<file path="config.mk">
export PLATFORM = sky130hd
export DESIGN_NAME = setupParser
export DESIGN_NICKNAME = d
export VERILOG_FILES = /design/src/usbAudio_params.svh /design/src/usbAudioPkg.sv /design/src/setupParser.sv
export SDC_FILE = /design/constraint.sdc
export NUM_CORES = 1
export LEC_CHECK = 0
export BUFFER_PORTS_ARGS = -buffer_cell sky130_fd_sc_hd__buf_2
export CORE_AREA = 2 2 51 101
export DETAILED_ROUTE_END_ITERATION = 10
export DIE_AREA = 0 0 53 103
export PLACE_DENSITY = 0.72
export SLEW_MARGIN = 25
export SYNTH_ARGS = -nofsm -noshare
export SYNTH_HDL_FRONTEND = slang
export SYNTH_SLANG_ARGS = --single-unit
</file>
<file path="constraint.sdc">
create_clock -name Clk -period 1.7 [get_ports Clk]
set_input_delay 0.085 -clock Clk [delete_from_list [all_inputs] [get_ports Clk]]
set_output_delay 0.085 -clock Clk [all_outputs]
set_load 0.01 [all_outputs]
</file>
<file path="src/usbAudio_params.svh">
//--------------------------------------------------------------------------
// USB audio constants
//--------------------------------------------------------------------------
`ifndef USBAUDIO_PARAMS_SVH
`define USBAUDIO_PARAMS_SVH

// Standard requests
`define SET_ADDRESS       8'd5
`define SET_CONFIGURATION 8'd9
`define SET_INTERFACE     8'd11

// Audio class requests
`define SET_CUR           8'h01
`define GET_CUR           8'h81
`define GET_MIN           8'h82
`define GET_MAX           8'h83
`define GET_RES           8'h84

// Feature unit control selectors
`define MUTE_CONTROL      8'd1
`define VOLUME_CONTROL    8'd2

`define FEATURE_UNIT      8'd2   // Unit ID of the speaker feature unit
`define STREAM_INTERFACE  8'd1   // Alternate setting here turns playback on

// Volume range, 1/256 dB steps
`define VOLUME_DEFAULT    16'd868  // Low but audible host slider position
`define VOLUME_MIN        16'h0000
`define VOLUME_MAX        16'h7FFF
`define VOLUME_RES        16'h0001

// Sample buffer
`define FIFO_ADDR_BITS    8       // 256 stereo words
`define FIFO_START_LEVEL  8'h80   // Start playback above this fill
`define FIFO_STOP_LEVEL   8'h20   // Stop playback below this fill

`endif

</file>
<file path="src/usbAudioPkg.sv">
//--------------------------------------------------------------------------
// USB audio shared types
//--------------------------------------------------------------------------
package usbAudioPkg;

   //-----------------------------------------------------------------------
   // Transceiver packet streams
   //-----------------------------------------------------------------------

   // OUT byte stream, host to device
   typedef struct packed {
      logic       valid;      // Byte or strobe present this cycle
      logic       sop;        // First byte of a packet
      logic       eop;        // End of packet, carries no data
      logic       setup;      // Packet came in a SETUP token
      logic [7:0] data;
   } rxPktT;

   // IN byte stream, device to host
   typedef struct packed {
      logic       ready;      // Byte or zero-length packet on offer
      logic       seq;        // DATA0/DATA1 toggle
      logic       zeroLength; // Send an empty packet
      logic [7:0] data;
   } txPktT;

   //-----------------------------------------------------------------------
   // Control transfer
   //-----------------------------------------------------------------------
   typedef struct packed {
      logic        direction;  // 1 = device to host
      logic [1:0]  reqType;    // 0 standard, 1 class
      logic [4:0]  recipient;
      logic [7:0]  request;
      logic [15:0] value;      // Selector high, channel low for class requests
      logic [15:0] index;      // Unit high, interface low
   } setupT;

   //-----------------------------------------------------------------------
   // Audio
   //-----------------------------------------------------------------------

   // Left in the low half, same as byte order on the bus
   typedef struct packed {
      logic signed [15:0] right;
      logic signed [15:0] left;
   } sampleT;

   typedef struct packed {
      logic [15:0] right;
      logic [15:0] left;
   } volumeT;

endpackage

</file>
<file path="src/setupParser.sv">
//--------------------------------------------------------------------------
// Endpoint 0 setup packet parser
//--------------------------------------------------------------------------
`timescale 1ns/100ps

module setupParser (
   input  logic                Clk,
   input  logic                rst,
   input  logic [3:0]          endpoint,
   input  usbAudioPkg::rxPktT  rx,
   output usbAudioPkg::rxPktT  ep0Rx,
   output usbAudioPkg::setupT  setup,
   output logic                setupDone
);

   logic [3:0] byteCount;   // 0 idle, 1..7 collecting, 8 waiting for EoP
   logic       startSetup;

   // Only endpoint 0 traffic is passed on
   always_comb begin
      ep0Rx       = rx;
      ep0Rx.valid = rx.valid && (endpoint == 4'd0);
   end

   assign startSetup = ep0Rx.valid && ep0Rx.sop && ep0Rx.setup;
   assign setupDone  = ep0Rx.valid && ep0Rx.eop && (byteCount == 4'd8);

   //-----------------------------------------------------------------------
   // Byte counter
   //-----------------------------------------------------------------------
   always_ff @(posedge Clk) begin
      if (rst) begin
         byteCount <= 4'd0;
      end else if (startSetup) begin
         byteCount <= 4'd1;                 // New SETUP always restarts
      end else if (ep0Rx.valid && byteCount != 4'd0) begin
         if (ep0Rx.eop)
            byteCount <= 4'd0;              // Done, or short packet dropped
         else if (byteCount != 4'd8)
            byteCount <= byteCount + 4'd1;
      end
   end

   // Setup fields, little endian
   always_ff @(posedge Clk) begin
      if (startSetup) begin
         {setup.direction, setup.reqType, setup.recipient} <= ep0Rx.data;
      end else if (ep0Rx.valid && !ep0Rx.eop) begin
         case (byteCount)
            4'd1:    setup.request      <= ep0Rx.data;
            4'd2:    setup.value[7:0]   <= ep0Rx.data;
            4'd3:    setup.value[15:8]  <= ep0Rx.data;
            4'd4:    setup.index[7:0]   <= ep0Rx.data;
            4'd5:    setup.index[15:8]  <= ep0Rx.data;
            default: ;                      // Length bytes not needed
         endcase
      end
   end

endmodule

</file>
==> results.tsv <==
stage	metric	value	unit
synth	count of state elements after synthesis	52	
grt	largest net degree at the start of global routing	17	
setup_path	Worst Path Buf+Inv	1	
timing	final setup vio count	0	
layout	fin nets	218	
timing	hold violation total from the final report	0	
layout	Diodes inserted	0	
route	detailed-route vias per instance	4.862	
synth	portion of synthesized cell area occupied by the leading cell type	75.54	%
run_status	status	complete, no violations	
floorplanning	core region area	4730	um2
timing	final period demand of the worst path	1.691	ns
synth	sequential cell area fraction in the yosys report	79.74	%
pwr	total power divided by cell area	836.8	nW/um2
layout	most common library cell in the layout ignoring fill and taps	sky130_fd_sc_hd__buf_2	
setup_path	kind of start point of the critical path	flop	
timing	Final Max Tran Viols	0	
synth	combinational family with the most area after synthesis	simple AND/OR/NAND/NOR gates	
placement	count of buffers from port buffering	78	
route	DRC violation count after routing	0	
pwr	Pleak	0.001060	uW
hold_path	worst min-delay path category	input pin to flop	
clocking	CTS Root Cell	sky130_fd_sc_hd__clkbuf_8	
setup_path	CP peak stage delay	0.36	ns
timing	slew at the pin closest to its max-slew limit	0.3703	ns
floorplanning	Die Area	5459	um2
grt	overall routing resource usage	13.47	%
clocking	maximum level of the CTS H-tree	2	
route	aggregate routed wire length	3630	um
synth	net count of the mapped netlist	128	
synth	simple-gate area share of the yosys netlist	8.852	%
synth	Post-Synthesis Mean Instance Area	18.00	um2
timing	Post-Route Skew	0.009856	ns
setup_path	crit path capture	byteCount[2]$_SDFFE_PP0P_	
timing	crit path setup slack, layout	0.009477	ns
setup_path	FF-to-FF path depth	6	
floorplanning	Initial Util	40.34	%
timing	highest clock rate	591.5	MHz
grt	via count of the first global-routing pass	1074	
layout	Area Overhead vs Synth	34.30	%
route	initial detailed-routing violation count	33	
clocking	CTS Sinks	52	
synth	post-synthesis cell area	1908	um2
clocking	clock input transition at the sequential cells of the worst setup and hold paths	0.09	ns
setup_path	endpoint of the worst-slack reg-to-reg timing path	byteCount[2]$_SDFFE_PP0P_	
setup_path	Levels on crit path	6	
setup_path	crit path DAT	1.94	ns
clocking	number of buffers inserted during clock tree synthesis	5	
grt	GRT overflow	0	
synth	post-synthesis cell type with the largest combined area	sky130_fd_sc_hd__edfxtp_1	
setup_path	required time of the critical path	1.95	ns
job	max-capacitance violation count	0	
layout	proportion of layout cells with a drive suffix above 1	55.33	%
synth	warning count from the yosys run	0	
grt	number of antenna violations at the first check in global routing	0	
layout	final core utilization	54.18	%
clocking	source-to-sink clock delay at the later pin of the worst-skew pair	0.31	ns
synth	ys async rst share	0	%
synth	post-synthesis xor/xnor area fraction	0	%
floorplanning	Ports	79	
grt	first-pass GRT wire length	5126	um
synth	adder and majority gate portion of the synthesized area	2.623	%
floorplanning	floorplan die height	103	um
route	count of TritonRoute iterations in the first routing pass	4	
synth	synthesized-area fraction occupied by ao, oa, aoi and oai cells	3.672	%
pwr	Max IR drop VDD	0.7796	mV
route	antenna viol nets, final	0	
setup_path	crit path max fanout	4	
floorplanning	die span in x	53	um
synth	EDFF count, synth	48	
setup_path	Critical Path End Type	flop	
synth	multiplexer fraction of the synthesized cell area	0	%
clocking	CTS tree	done	
setup_path	ordered list of cells on the worst path	inv_2, ha_4, or3b_1, a221o_1, nor4b_2, a21o_1	
placement	HPWL after detailed placement	2748	um
floorplanning	FP Rows	36	
synth	Synth Flop Type	sky130_fd_sc_hd__edfxtp_1	
synth	cells after synthesis	106	
placement	gpl congestion	0.8373	
setup_path	start point of the critical path	byteCount[1]$_SDFFE_PP0P_	
setup_path	Crit-path slowest cell	sky130_fd_sc_hd__or3b_1	
route	total number of vias	1235	
placement	pre-CTS setup slack	-0.02541	ns
timing	relative max-transition margin	74.97	%
timing	RSZ-0062 raised after global routing	true	
synth	number of unique standard cell types used by synthesis	28	
setup_path	origin of the critical flop-to-flop path	byteCount[1]$_SDFFE_PP0P_	
route	post-detailed-route wirelength per cell	14.29	um
layout	top library cells by usage in the layout, fill and taps aside	sky130_fd_sc_hd__buf_2 (78), sky130_fd_sc_hd__edfxtp_1 (48), sky130_fd_sc_hd__buf_4 (11)	
layout	count of filler cells inserted in the layout	409	
clocking	maximum buffer depth of the clock tree	2	
setup_path	family with the most delay on the worst path	simple AND/OR/NAND/NOR gates	
setup_path	setup slack of the most critical reg-to-reg path	0.009	ns
synth	top cells by area in the synthesized netlist	sky130_fd_sc_hd__edfxtp_1 (76%), sky130_fd_sc_hd__buf_4 (4.3%), sky130_fd_sc_hd__dfxtp_1 (4.2%), sky130_fd_sc_hd__ha_1 (2.6%), sky130_fd_sc_hd__and3_1 (1.3%)	
timing	share of the clock period used by the worst path after layout	99.44	%
setup_path	path type of the worst setup path	flop to flop	
==> synthesized netlist by cell type (all sizes together) (3+ instances only) <==
cell and instances:
and2 3, buf 11, dfxtp 4, nand2 4, ha 4, and3 4
edfxtp 48, inv 4
==> power breakdown <==
part | total, uW | switching (uW) | leakage, uW | internal, uW
sequential | 1400 | 0.674 | 0.000465 | 1390
clock | 662 | 375 | 0.0000479 | 287
combinational | 87.4 | 49.7 | 0.000548 | 37.7
==> kinds of logic (layout without fill, tap and decap cells) <==
group                      after synthesis  count (layout)
AOI/OAI and AO/OA                       10              10
adders and majority gates                4               4
buffers and inverters                   15             106
DFF                                     52              52
and+or+nand+nor                         25              25
==> per-layer routing <==
metal  GRT usage, %  routed length [um]  share of wire, %  vias up
li1               -                   -                 -      573
met1          15.35                1359                37      573
met2          22.60                1819                50       82
met3          4.783                 392                11        7
met4          5.325                  59               1.6        0
met5              0                   0                 0        -
==> per-stage QoR <==
step           std cells  total power, uW  hold slack (ns)  TNS [ns]  instance area, um2
4_1_cts              254             2170          0.01620  -0.03471                2562
2_1_floorplan        106             1468           0.1541         0                1908
3_5_place_dp         243             1509           0.3239  -0.02541                2435
6_report             254             2144          0.02585         0                2562
5_1_grt              254             2235          0.02602  -0.04804                2562
3_3_place_gp         243             1507           0.3271         0                2435
==> worst register-to-register path: stages, from the launching register on <==
cell,delay (ns)
sky130_fd_sc_hd__dfxtp_2,0.33
sky130_fd_sc_hd__inv_2,0.07
sky130_fd_sc_hd__ha_4,0.14
sky130_fd_sc_hd__or3b_1,0.36
sky130_fd_sc_hd__a221o_1,0.36
sky130_fd_sc_hd__nor4b_2,0.27
sky130_fd_sc_hd__a21o_1,0.11
==> registers in the layout, summed over array words and instances, names as in the netlist <==
name	flops
byteCount	4
setup	48
==> how the worst min path moves through the flow <==
stage / from / to / depth (start not counted)
after floorplan: rst / byteCount[1]$_SDFFE_PP0P_ / 1
after global placement: rst / byteCount[1]$_SDFFE_PP0P_ / 2
after detailed placement: rst / byteCount[1]$_SDFFE_PP0P_ / 2
after CTS: rx[7] / setup[47]$_DFFE_PP_ / 1
after global routing: rx[2] / setup[34]$_DFFE_PP_ / 1
final: rx[7] / setup[47]$_DFFE_PP_ / 1
==> final cells by class <==
class | count | area [um2] | area share [%]
Timing Repair Buffer | 94 | 563.0 | 21.97
Multi-Input combinational cell | 39 | 301.5 | 11.77
Sequential cell | 52 | 1524 | 59.47
Clock inverter | 3 | 18.77 | 0.7324
Tap cell | 57 | 71.32 | 2.783
Clock buffer | 5 | 68.82 | 2.686
Inverter | 4 | 15.01 | 0.5859
==> repair_timing <==
action,CTS,global route
endpoints found under the setup margin,2,2
endpoints found under the hold margin,2,0
buffers inserted,2,0
pin swaps,3,2
hold buffers,1,0
gates resized for setup,6,0
(Power assumes the default switching activity.)
