**config.mk**
```make
export PLATFORM = sky130hd
export DESIGN_NAME = controlEndpoint
export DESIGN_NICKNAME = d
export VERILOG_FILES = /design/src/usbAudioPkg.sv /design/src/controlEndpoint.sv
export VERILOG_INCLUDE_DIRS = /design/src
export SDC_FILE = /design/constraint.sdc
export NUM_CORES = 1
export LEC_CHECK = 0
export BUFFER_PORTS_ARGS = -buffer_cell sky130_fd_sc_hd__buf_2
export CAP_MARGIN = 20
export CORE_UTILIZATION = 51
export DETAILED_ROUTE_END_ITERATION = 8
export GPL_ROUTABILITY_DRIVEN = 0
export MAX_ROUTING_LAYER = met4
export PLACE_DENSITY = 0.79
export SLEW_MARGIN = 10
export SYNTH_ARGS = -nofsm -noshare
export SYNTH_HDL_FRONTEND = slang
export SYNTH_SLANG_ARGS = --single-unit
```
**constraint.sdc**
```tcl
create_clock -name Clk -period 3.35 [get_ports Clk]
set_clock_uncertainty 0.15 [all_clocks]
set_input_delay 0.67 -clock Clk [delete_from_list [all_inputs] [get_ports Clk]]
set_output_delay 0.67 -clock Clk [all_outputs]
set_load 0.005 [all_outputs]
```
**src/usbAudio_params.svh**
```systemverilog
//--------------------------------------------------------------------------
// USB audio constants
//--------------------------------------------------------------------------
`ifndef USBAUDIO_PARAMS_SVH
`define USBAUDIO_PARAMS_SVH

// Standard requests
`define SET_ADDRESS       8'd5
`define SET_CONFIGURATION 8'd9
`define SET_INTERFACE     8'd11

// Audio class requests
`define SET_CUR           8'h01
`define GET_CUR           8'h81
`define GET_MIN           8'h82
`define GET_MAX           8'h83
`define GET_RES           8'h84

// Feature unit control selectors
`define MUTE_CONTROL      8'd1
`define VOLUME_CONTROL    8'd2

`define FEATURE_UNIT      8'd2   // Unit ID of the speaker feature unit
`define STREAM_INTERFACE  8'd1   // Alternate setting here turns playback on

// Volume range, 1/256 dB steps
`define VOLUME_DEFAULT    16'd868  // Low but audible host slider position
`define VOLUME_MIN        16'h0000
`define VOLUME_MAX        16'h7FFF
`define VOLUME_RES        16'h0001

// Sample buffer
`define FIFO_ADDR_BITS    8       // 256 stereo words
`define FIFO_START_LEVEL  8'h80   // Start playback above this fill
`define FIFO_STOP_LEVEL   8'h20   // Stop playback below this fill

`endif

```
**src/usbAudioPkg.sv**
```systemverilog
//--------------------------------------------------------------------------
// USB audio shared types
//--------------------------------------------------------------------------
package usbAudioPkg;

   //-----------------------------------------------------------------------
   // Transceiver packet streams
   //-----------------------------------------------------------------------

   // OUT byte stream, host to device
   typedef struct packed {
      logic       valid;      // Byte or strobe present this cycle
      logic       sop;        // First byte of a packet
      logic       eop;        // End of packet, carries no data
      logic       setup;      // Packet came in a SETUP token
      logic [7:0] data;
   } rxPktT;

   // IN byte stream, device to host
   typedef struct packed {
      logic       ready;      // Byte or zero-length packet on offer
      logic       seq;        // DATA0/DATA1 toggle
      logic       zeroLength; // Send an empty packet
      logic [7:0] data;
   } txPktT;

   //-----------------------------------------------------------------------
   // Control transfer
   //-----------------------------------------------------------------------
   typedef struct packed {
      logic        direction;  // 1 = device to host
      logic [1:0]  reqType;    // 0 standard, 1 class
      logic [4:0]  recipient;
      logic [7:0]  request;
      logic [15:0] value;      // Selector high, channel low for class requests
      logic [15:0] index;      // Unit high, interface low
   } setupT;

   //-----------------------------------------------------------------------
   // Audio
   //-----------------------------------------------------------------------

   // Left in the low half, same as byte order on the bus
   typedef struct packed {
      logic signed [15:0] right;
      logic signed [15:0] left;
   } sampleT;

   typedef struct packed {
      logic [15:0] right;
      logic [15:0] left;
   } volumeT;

endpackage

```
**src/controlEndpoint.sv**
```systemverilog
//--------------------------------------------------------------------------
// Endpoint 0 control request handler
//--------------------------------------------------------------------------
`timescale 1ns/100ps
`include "usbAudio_params.svh"

module controlEndpoint (
   input  logic                 Clk,
   input  logic                 rst,
   input  logic                 busReset,
   input  usbAudioPkg::rxPktT   ep0Rx,
   input  usbAudioPkg::setupT   setup,
   input  logic                 setupDone,
   input  logic                 inWaitRequest,
   input  logic                 inAck,
   input  logic                 error,
   output usbAudioPkg::txPktT   tx,
   output logic                 stall,
   output logic [6:0]           address,
   output logic                 active,
   output logic                 mute,
   output usbAudioPkg::volumeT  volume
);

   typedef enum logic [2:0] {
      IDLE, DECODE, SET_DATA, STATUS, SEND, WAIT_ACK, GET_STATUS
   } stateT;

   stateT       state;
   logic        busResetQ;
   logic        ctlRst;
   logic [7:0]  shiftReg;        // Reply bytes still to go
   logic [1:0]  bytesLeft;
   logic [15:0] setValue;        // SET_CUR payload
   logic        gotLow;
   logic [15:0] reply;
   logic [1:0]  replyLen;
   logic        getOk, stdOk;
   logic        isStd, isClass, toUnit;
   logic        selMute, selVolL, selVolR, selVol;

   //-----------------------------------------------------------------------
   // Request decode
   //-----------------------------------------------------------------------
   assign isStd   = setup.reqType == 2'b00;
   assign isClass = setup.reqType == 2'b01;
   assign toUnit  = setup.index == {`FEATURE_UNIT, 8'd0};   // Unit high, iface 0
   assign selMute = toUnit && setup.value == {`MUTE_CONTROL, 8'd0};
   assign selVolL = toUnit && setup.value == {`VOLUME_CONTROL, 8'd1};
   assign selVolR = toUnit && setup.value == {`VOLUME_CONTROL, 8'd2};
   assign selVol  = selVolL || selVolR;

   assign stdOk = isStd && (setup.request == `SET_ADDRESS ||
                            setup.request == `SET_CONFIGURATION ||
                            setup.request == `SET_INTERFACE);

   // Reply value for GET requests, also used to resend after an error
   always_comb begin
      reply    = 16'h0000;
      replyLen = 2'd2;
      getOk    = 1'b0;
      if (isClass) begin
         case (setup.request)
            `GET_CUR: begin
               getOk = selMute || selVol;
               if (selMute) begin
                  reply    = {15'd0, mute};
                  replyLen = 2'd1;          // Mute is a single byte
               end else if (selVolL) begin
                  reply = volume.left;
               end else begin
                  reply = volume.right;
               end
            end
            `GET_MIN: begin getOk = selVol; reply = `VOLUME_MIN; end
            `GET_MAX: begin getOk = selVol; reply = `VOLUME_MAX; end
            `GET_RES: begin getOk = selVol; reply = `VOLUME_RES; end
            default: ;
         endcase
      end
   end

   //-----------------------------------------------------------------------
   // Bus reset, one register stage
   //-----------------------------------------------------------------------
   always_ff @(posedge Clk) begin
      if (rst) busResetQ <= 1'b0;
      else     busResetQ <= busReset;
   end

   assign ctlRst = rst || busResetQ;

   //-----------------------------------------------------------------------
   // Control transfer FSM
   //-----------------------------------------------------------------------
   always_ff @(posedge Clk) begin
      if (ctlRst) begin
         state         <= IDLE;
         stall         <= 1'b0;
         address       <= 7'd0;
         active        <= 1'b0;                 // No streaming
         mute          <= 1'b0;
         volume        <= '{right: `VOLUME_DEFAULT, left: `VOLUME_DEFAULT};
         tx.ready      <= 1'b0;
         tx.seq        <= 1'b0;
         tx.zeroLength <= 1'b0;
      end else if (setupDone) begin
         state    <= DECODE;                    // SETUP overrides anything pending
         stall    <= 1'b0;
         tx.ready <= 1'b0;
         tx.seq   <= 1'b1;                      // Data stage starts at DATA1
      end else begin
         case (state)
            IDLE: ;
            DECODE: begin
               gotLow <= 1'b0;
               if (stdOk) begin
                  tx.ready      <= 1'b1;        // Status only
                  tx.zeroLength <= 1'b1;
                  state         <= STATUS;
               end else if (isClass && setup.request == `SET_CUR && (selMute || selVol)) begin
                  state <= SET_DATA;
               end else if (getOk) begin
                  {shiftReg, tx.data} <= reply;
                  bytesLeft           <= replyLen;
                  tx.ready            <= 1'b1;
                  tx.zeroLength       <= 1'b0;
                  state               <= SEND;
               end else begin
                  stall <= 1'b1;                // Unsupported
                  state <= IDLE;
               end
            end
            SET_DATA: begin
               if (ep0Rx.valid && ep0Rx.eop) begin
                  if (selMute)      mute         <= setValue[0];
                  else if (selVolL) volume.left  <= setValue;
                  else              volume.right <= setValue;
                  tx.ready      <= 1'b1;
                  tx.zeroLength <= 1'b1;
                  state         <= STATUS;
               end else if (ep0Rx.valid) begin
                  if (!gotLow) setValue[7:0]  <= ep0Rx.data;  // Low byte first
                  else         setValue[15:8] <= ep0Rx.data;
                  gotLow <= 1'b1;
               end
            end
            STATUS: begin
               if (inAck) begin
                  // New settings only once the host has the status
                  if (isStd && setup.request == `SET_ADDRESS)
                     address <= setup.value[6:0];
                  if (isStd && setup.request == `SET_INTERFACE &&
                      setup.index == {8'd0, `STREAM_INTERFACE})
                     active <= setup.value[0];
                  tx.ready <= 1'b0;
                  state    <= IDLE;
               end
            end
            SEND: begin
               if (ep0Rx.valid && ep0Rx.eop) begin
                  tx.ready <= 1'b0;             // Host moved to status early
                  state    <= IDLE;
               end else if (error) begin
                  {shiftReg, tx.data} <= reply; // Restart from first byte
                  bytesLeft           <= replyLen;
               end else if (!inWaitRequest) begin
                  if (bytesLeft == 2'd1) begin
                     tx.ready <= 1'b0;
                     state    <= WAIT_ACK;
                  end else begin
                     {shiftReg, tx.data} <= {8'd0, shiftReg};
                     bytesLeft           <= bytesLeft - 2'd1;
                  end
               end
            end
            WAIT_ACK: begin
               if (error) begin
                  {shiftReg, tx.data} <= reply;
                  bytesLeft           <= replyLen;
                  tx.ready            <= 1'b1;
                  state               <= SEND;
               end else if (inAck) begin
                  tx.seq        <= ~tx.seq;
                  tx.zeroLength <= 1'b1;
                  tx.ready      <= 1'b1;
                  state         <= GET_STATUS;
               end
            end
            GET_STATUS: begin
               if (ep0Rx.valid && ep0Rx.eop) begin
                  tx.ready <= 1'b0;             // Status OUT closes the transfer
                  state    <= IDLE;
               end else if (inAck) begin
                  tx.seq <= ~tx.seq;
               end
            end
            default: state <= IDLE;
         endcase
      end
   end

endmodule

```
==> results.md, run 1 <==
- Cells after Synth: 387
- DR iter-0 viols: ~250
- Minimum clock period: 2.634 ns
- Total number of vias: approximately 3,500
- Yosys reg bits: 84
- Yosys cell types: 57
- Total grt overflow: 0
- Final period util: 78.62%
- Root buf cell: clkbuf_8
- Postcts setup bufs: 0
- Routed WL per cell: 16.06 um
- Number of buffers inserted by port buffering: around 110
- Worst setup margin: just over 0.7 ns
- Clock-pin transition on the worst setup and hold timing paths: 0.09 ns
- CTS max path bufs: 2
- Tightest Hold Check Type: reg2reg
- Share of cells above drive strength 1: between 30 and 40%
- DP Cell Count: 587
- Pin count of the biggest net entering global routing: 37
- RSZ-0062 raised after global routing: no
- Slowest-stage cell, CP: dfxtp_1
- Post-synthesis sequential area ratio: about half
- Final hold vios: 0
- Startpoint types: register
- Async S/R FF share, synth: 0%
- Most used flip-flop cell after synthesis: dfxtp_1
- Setup Viol. Count Final: 0
- Die height: 90.36 um
- Multi-input gate area: 0.001828 mm2
- CORE AREA: 0.007408 mm2
- Register area: 0.002032 mm2
- Mean Syn Cell Area: 10.29 um2
- Final Cell Area: 0.004887 mm2
- Required time of the critical path: roughly 3.5 ns
- Most numerous cell in the Yosys netlist: dfxtp_1
- Worst-Skew Late Latency: 0.35 ns
- Layout area overhead: 22.75%
- EDFF count, synth: 35
- Vias in the first global route: 3,276
- Critical Path Most Common Cell: nand3_1
- Post-Syn Nets: 455
- Worst rel slew slack: 49.03%
- Crit path max fanout: 17
- Finished Layout Cells: 603
- Detailed Route WL: 9682 um
- CTS-repair resized insts: 0
- TritonCTS Buffers: 9
- Post-DP HPWL: 6779 um
- Setup TNS: 0 ns
- GRT Total Usage: 24.85%
- Critical path's largest stage delay: between 0.6 and 0.7 ns
- Placed Instance Area: 0.004688 mm2
- First-pass DRT Iterations: 5
- Leakage: 2.011 nW
- Crit path DAT: 2.77 ns
- Cts hold-fix bufs: 0
- H-Tree Depth: 3
- Final net count: 567
- Most instantiated cells after synthesis: 49 x dfxtp_1, 40 x mux2i_1, 37 x o21ai_0
- Die width: ~90 um
- Max-slew violations: 0
- Number of max-cap violations: 0
- Row cnt: 31
- Worst hold slack: around 0.31 ns
- Pwr dens: about 400 mW/mm2
- First-pass GRT wire length: 15,670 um
- CP Cell Sequence: nand2b_1, nor4_2, o21a_1, nand3_1, nand3_1
- Pre-CTS setup slack: roughly 0.56 ns
- Ranking of synthesized cells by area: edfxtp_1 26%, dfxtp_1 25%, mux2i_1 10%
- CP Capture Type: register
- Initial antenna violation count: 0
- Ant diodes: 0
- Vias per cell: 5.818
- Outcome: completed
- Final Power: 1.931 mW
- Tightest Pin Transition: ~0.76 ns
- Max Clk Rate: 379.7 MHz
- Top cell type's share of synthesized area: 26.40%
- Synth area leader: edfxtp_1
- Synth Cell Area: approximately 0.0040 mm2
- Buf/Inv on CP: 0
- Die area: 0.008164 mm2
- Delay-heaviest family, CP: simple AND/OR/NAND/NOR gates
- # clock sinks: 84
- Antenna-violating nets left: 0
- Filler cell count: between 600 and 700
- Synth warn: 0
- Drc violations: 0
- Maximum vdd drop: 346.3 uV
- Initial Util: 53.74%
- TritonCTS clock tree: done
- Ports: 120
- Critical Setup Path Class: reg2reg
- Final core occ: between 60% and 70%
==> layer usage <==
| metal | up-vias | part of all wire, % | global-route usage [%] |
|---|---|---|---|
| met1 | 1642 | 44 | 32.30 |
| met5 | - | 0 | - |
| met4 | 0 | 1.4 | 7.258 |
| met3 | 13 | 7.9 | 4.377 |
| met2 | 184 | 47 | 39.95 |
| li1 | 1669 | - | - |
==> cell usage in the layout, fill, tap and decap left out, drive strengths merged, types with 4 or more instances in the layout <==
cell type,instances
nor4,12
nor2b,11
o21ai,39
nand3b,4
a21oi,26
clkbuf,10
buf,125
nand3,27
edfxtp,35
nand2,16
nor3b,9
nor3,5
inv,8
mux2i,40
nor2,30
dfxtp,49
==> power breakdown <==
part	internal (mW)	switching [mW]	total [mW]	leakage, nW
sequential	1.07	0.00596	1.07	0.679
combinational	0.0529	0.0655	0.118	1.23
clock	0.355	0.386	0.740	0.0992
total	1.47	0.457	1.93	2.01
==> tightest hold or removal path, delay by kind of cell, from the launching register on <==
kind	cells	cell delay, ns
flops	1	0.32
simple gates	1	0.05
mux	1	0.05
==> area by class of cell <==
class / instances / area share (%)
Inverter: 5 / 0.3840
Tap cell: 99 / 2.535
Clock buffer: 10 / 2.611
Clock inverter: 6 / 1.459
Multi-Input combinational cell: 274 / 37.40
Timing Repair Buffer: 125 / 14.03
Sequential cell: 84 / 41.58
==> worst paths after layout <==
check / cells past startpoint / slack (ns) / end / startpoint
worst max-delay path: 5 / 0.72 / volume[9] / state[1]
worst min-delay path: 2 / 0.31 / tx[10] / tx[10]
worst max register to register: 5 / 0.72 / volume[9] / state[1]
worst min register to register: 2 / 0.31 / tx[10] / tx[10]
==> flip-flops by register name, summed over array words and instances (netlist names), 2 cells and up <==
register / flops
bytesLeft: 2
state: 3
setValue: 16
address: 7
volume: 32
tx: 11
shiftReg: 8
==> cells by family after synthesis <==
group	synth area share (%)
xor gates and xnor gates	0.4401
DFF	51.04
and+or+nand+nor	20.81
adders and majority gates	0.3142
AOI/OAI and AO/OA	14.30
buffers and inverters	3.048
muxes	10.06
No activity file was read; power rests on OpenSTA's default activity.
==> run 2, diff against run 1 <==
Clock period 3.35 ns to 2.57 ns, I/O delays scaled along.
==> run 2 against run 1 <==
  * Setup slack lost 0.42 ns
  * Largest power group unchanged
  * Die area unchanged
  * Sequential power up 31%
  * Cell count grew 2.2%
  * Non-clock buffer count increased by 13
  * Largest cell class unchanged
  * Critical path type is now in2reg
  * Sequential cell count stayed put
==> results.md, run 2 (same netlist as run 1, synthesis figures left out) <==
- Outcome: completed
- Die width: 90.36 um
- Filler cell count: 606
- DP Cell Count: 600
- Tightest Hold Check Type: in2reg
- Ant diodes: 0
- Worst r2r dst: address[1]
- Hold Crit Depth: 2
- Biggest register: volume
- Ports: between 100 and 150
- Setup Viol. Count Final: 0
- Post-DP HPWL: 7121 um
- Critical Path Most Common Cell: buf_4
- Critical path's largest stage delay: 0.39 ns
- Tightest Pin Transition: 0.7111 ns
- Final net count: just under 600
- Number of max-cap violations: 0
- Finished Layout Cells: 616
- Detailed Route WL: 9993 um
- Regs by FF count: volume: 32 flops, setValue: 16 flops, tx: 11 flops
- Commonest non-fill, non-tap cell in the layout: buf_2
- R2r startpoint: state[0]
- Worst rel slew slack: 52.42%
- Slowest-stage cell, CP: or3_1
- Worst-Skew Late Latency: 0.36 ns
- Final hold vios: 0
- Postcts setup bufs: 0
- Clock-pin transition on the worst setup and hold timing paths: around 0.090 ns
- Minimum clock period: between 2 and 2.5 ns
- Vias in the first global route: 3,437
- Drc violations: 0
- Worst hold slack: 0.1771 ns
- Max reg flops: 32
- Share of cells above drive strength 1: roughly a third
- TritonCTS Buffers: 9
- CP Capture Type: register
- Critical Setup Path Class: in2reg
- Die area: around 0.0082 mm2
- CP Cell Sequence: buf_2, nor4b_2, buf_4, nand4_4, or3_1, buf_4, buf_4, o21ai_0, nand3_1
- Max Clk Rate: 440.7 MHz
- Routed WL per cell: 16.22 um
- DR iter-0 viols: 229
- Root buf cell: clkbuf_8
- Cts hold-fix bufs: 0
- Pwr dens: 500.9 mW/mm2
- Leakage: ~2.1 nW
- R2r setup slk: about 0.33 ns
- Initial antenna violation count: 0
- Final period util: between 80% and 90%
- Pin count of the biggest net entering global routing: 37
- CORE AREA: 0.007408 mm2
- RSZ-0062 raised after global routing: no
- Maximum vdd drop: 390.5 uV
- Antenna-violating nets left: 0
- Layout area overhead: 25.86%
- TritonCTS clock tree: done
- Max-slew violations: 0
- Startpoint types: primary input
- First-pass DRT Iterations: 5
- Multi-input gate area: roughly 0.0018 mm2
- Final Power: around 2.5 mW
- Crit path max fanout: 17
- CTS-repair resized insts: 0
- Total grt overflow: 0
- CTS max path bufs: 2
- Row cnt: 31
- Crit path DAT: 2.32 ns
- Die height: approximately 90 um
- Vias per cell: 5.682
- Hold Path End: busResetQ
- Initial Util: 53.74%
- GRT Total Usage: a little over a quarter
- H-Tree Depth: 3
- Number of buffers inserted by port buffering: 111
- Most frequent cells in the layout: 111 x buf_2, 49 x dfxtp_1, 40 x mux2i_1
- Register area: between 0.002 and 0.0025 mm2
- # clock sinks: 84
- Total number of vias: 3,500
- Worst Hold Launch: rst
- Setup TNS: 0 ns
- First-pass GRT wire length: 16,160 um
- Final core occ: 67.64%
- Reg2Reg Depth: 5
- Required time of the critical path: between 2 and 3 ns
==> run 2: cell count changes in the layout (fill, tap and decap cells not counted), sizes merged <==
cell	before	now
buf	125	138
clkinvlp	1	2
inv	8	7
==> run 2: final cells by class <==
class	instances	share of cell area (%)
Sequential cell	84	40.55
Timing Repair Buffer	138	16.13
Inverter	5	0.3745
Multi-Input combinational cell	274	36.50
Clock buffer	10	2.547
Clock inverter	6	1.423
Tap cell	99	2.472
==> run 2: worst max-delay path by stage <==
stage | endpoint | from
final | volume[6] | setup[0]
after CTS | volume[22] | setup[0]
after floorplan | bytesLeft[0] | setup[0]
after global routing | address[2] | state[0]
after global placement | shiftReg[4] | setup[0]
after detailed placement | volume[22] | setup[0]
==> run 2: through the flow <==
| step | cell area (um2) | setup slack, ns |
|---|---|---|
| floorplan | 3983 | 0.002536 |
| global placement | 4812 | -0.03992 |
| detailed placement | 4812 | -0.06339 |
| CTS | 5011 | 0.3082 |
| global route | 5011 | 0.1873 |
| finish | 5011 | 0.3010 |
==> run 2: power breakdown <==
| group | total, mW | internal [mW] | switching (mW) | leakage, nW |
|---|---|---|---|---|
| Sequential | 1.40 | 1.39 | 0.00707 | 0.679 |
| Clock | 0.953 | 0.458 | 0.495 | 0.0935 |
| Combinational | 0.160 | 0.0725 | 0.0877 | 1.30 |
| Total | 2.51 | 1.92 | 0.590 | 2.08 |
==> run 2: critical path, delay by kind of cell <==
family | cells | cell delay (ns)
compound gates | 1 | 0.19
buf+inv | 4 | 0.65
simple gates | 4 | 0.95
==> run 2: layer usage <==
metal | share of wire [%] | GRT usage, % | vias to the layer above
li1 | - | - | 1690
met1 | 43 | 32.04 | 1632
met2 | 48 | 41.16 | 164
met3 | 7.9 | 6.987 | 14
met4 | 1.6 | 9.677 | 0
met5 | 0 | - | -
==> run 3, diff against run 2 <==
Settings changed: CELL_PAD_IN_SITES_DETAIL_PLACEMENT set to 1, CELL_PAD_IN_SITES_GLOBAL_PLACEMENT set to 2, CORE_UTILIZATION 51 to 31, PLACE_DENSITY 0.79 to unset, PLACE_DENSITY_LB_ADDON set to 0.1.
==> run 3 against run 2 <==
  * Hold slack improved by 0.029 ns
  * Die area increased by 63%
  * Global-route usage decreased by 6.8 points
  * Fmax increased by 0.62%
  * Largest power group unchanged
  * Highest routed layer unchanged
  * Largest cell class unchanged
  * Routed wire length increased by 19%
  * First-iteration DRC count decreased by 49%
  * Via count increased by 0.26%
  * Sequential power about the same
  * Total power increased by 9.5%
==> results.md, run 3 (same netlist as run 1, synthesis figures left out) <==
- Required time of the critical path: 2.63 ns
- Pre-CTS setup slack: -0.07161 ns
- Tightest Hold Check Type: in2reg
- Worst-Skew Late Latency: 0.34 ns
- Initial Util: 31.68%
- Tightest Pin Transition: 0.7608 ns
- # clock sinks: 84
- Worst setup margin: 0.3149 ns
- Final net count: 585
- Pin count of the biggest net entering global routing: 37
- Pwr dens: approximately 530 mW/mm2
- Crit path max fanout: 3
- Minimum clock period: 2.255 ns
- Leakage: 2.149 nW
- Filler cell count: 1,486
- Clock-pin transition on the worst setup and hold timing paths: around 0.060 ns
- Total number of vias: 3,509
- Commonest non-fill, non-tap cell in the layout: buf_2
- Die area: about 0.013 mm2
- Number of max-cap violations: 0
- DP Cell Count: 678
- Biggest register: volume
- Detailed Route WL: around 12,000 um
- CP Capture Type: register
- Post-DP HPWL: ~8700 um
- Setup TNS: 0 ns
- Die width: roughly 120 um
- CORE AREA: 0.01257 mm2
- Maximum vdd drop: 261.5 uV
- Startpoint types: register
- Worst rel slew slack: 49.10%
- Row cnt: 41
- Final period util: 87.75%
- Die height: 115.3 um
- Finished Layout Cells: 694
- Outcome: completed
- Routed WL per cell: ~17 um
- Max Clk Rate: 443.4 MHz
- Drc violations: 0
- Placed Instance Area: 0.004954 mm2
- Initial antenna violation count: 0
- RSZ-0062 raised after global routing: no
- Ant diodes: 0
- Number of buffers inserted by port buffering: about 110
- Total grt overflow: 0
- Vias per cell: 5.056
- Switching Share: 22.90%
- Layout area overhead: 31.14%
- CTS-repair resized insts: 0
- Clock network fraction of design power: 43.1%
- Critical Setup Path Class: reg2reg
- CTS max path bufs: 2
- Root buf cell: clkbuf_16
- Vias in the first global route: 3,481
- Max-slew violations: 0
- Ports: 120
- Antenna-violating nets left: 0
- Final core occ: 41.54%
- Crit path DAT: between 2 and 2.5 ns
- Final hold vios: 0
- Register area: between 0.002 and 0.0025 mm2
- Flop pwr share: around half
- Postcts setup bufs: 0
- Max reg flops: 32
- H-Tree Depth: 3
- Regs by FF count: volume: 32 flops, setValue: 16 flops, tx: 11 flops
- TritonCTS Buffers: 9
- First-pass DRT Iterations: 4
- Share of cells above drive strength 1: 32.76%
- Cts hold-fix bufs: 0
- Final Cell Area: ~0.0052 mm2
- First-pass GRT wire length: 18,620 um
- GRT Total Usage: 19.24%
- Setup Viol. Count Final: 0
- DR iter-0 viols: 117
- TritonCTS clock tree: done
- Comb pwr share: approximately 6.1%
- Final Power: 2.748 mW
- Worst hold slack: 0.2058 ns
- Most frequent cells in the layout: 111 x buf_2, 49 x dfxtp_1, 40 x mux2i_1
- NetSw: 0.6295 mW
- Multi-input gate area: approximately 0.0018 mm2
- Internal power: 2.119 mW
==> run 3: cell types whose count changed in the layout (fill, tap and decap cells not counted), moves of 2 or more <==
| cell | previous run | this run |
|---|---|---|
| clkbuf_16 | 0 | 9 |
| clkinv_1 | 0 | 2 |
| clkinvlp_4 | 2 | 0 |
| buf_4 | 23 | 27 |
| clkbuf_8 | 9 | 0 |
==> run 3: cell type report <==
| class | count | share of cell area (%) |
|---|---|---|
| Timing Repair Buffer | 143 | 16.44 |
| Clock buffer | 10 | 4.385 |
| Sequential cell | 84 | 38.92 |
| Tap cell | 172 | 4.122 |
| Inverter | 5 | 0.3595 |
| Clock inverter | 6 | 0.7429 |
| Multi-Input combinational cell | 274 | 35.03 |
==> run 3: path summary, 6_finish.rpt <==
check,end,cells after the start,slack (ns),from
setup / recovery,state[1],7,0.31,bytesLeft[1]
hold / removal,busResetQ,2,0.21,rst
setup reg to reg,state[1],7,0.31,bytesLeft[1]
hold reg to reg,stall,1,0.32,stall
==> run 3: layer usage <==
layer	vias up	track usage (%)	part of all wire, %
li1	1715	-	-
met1	1694	26.25	50
met2	86	27.98	44
met3	14	3.268	3.5
met4	0	8.052	1.7
met5	-	-	0
==> run 3: critical path, cell delays in order (launching register included) <==
cell      delay (ns)
edfxtp_1        0.35
inv_1           0.07
ha_1            0.16
or4b_2          0.59
a21oi_1         0.20
o21ai_0         0.20
nor4_1          0.33
nor4_1          0.08
==> run 3: power groups by stage <==
stage	Combinational, mW	Clock, mW	Sequential, mW
after floorplan	0.0769	0	1.43
after global placement	0.163	0	1.43
after detailed placement	0.167	0	1.43
after CTS	0.169	1.23	1.40
after global routing	0.184	1.27	1.40
final	0.166	1.18	1.40
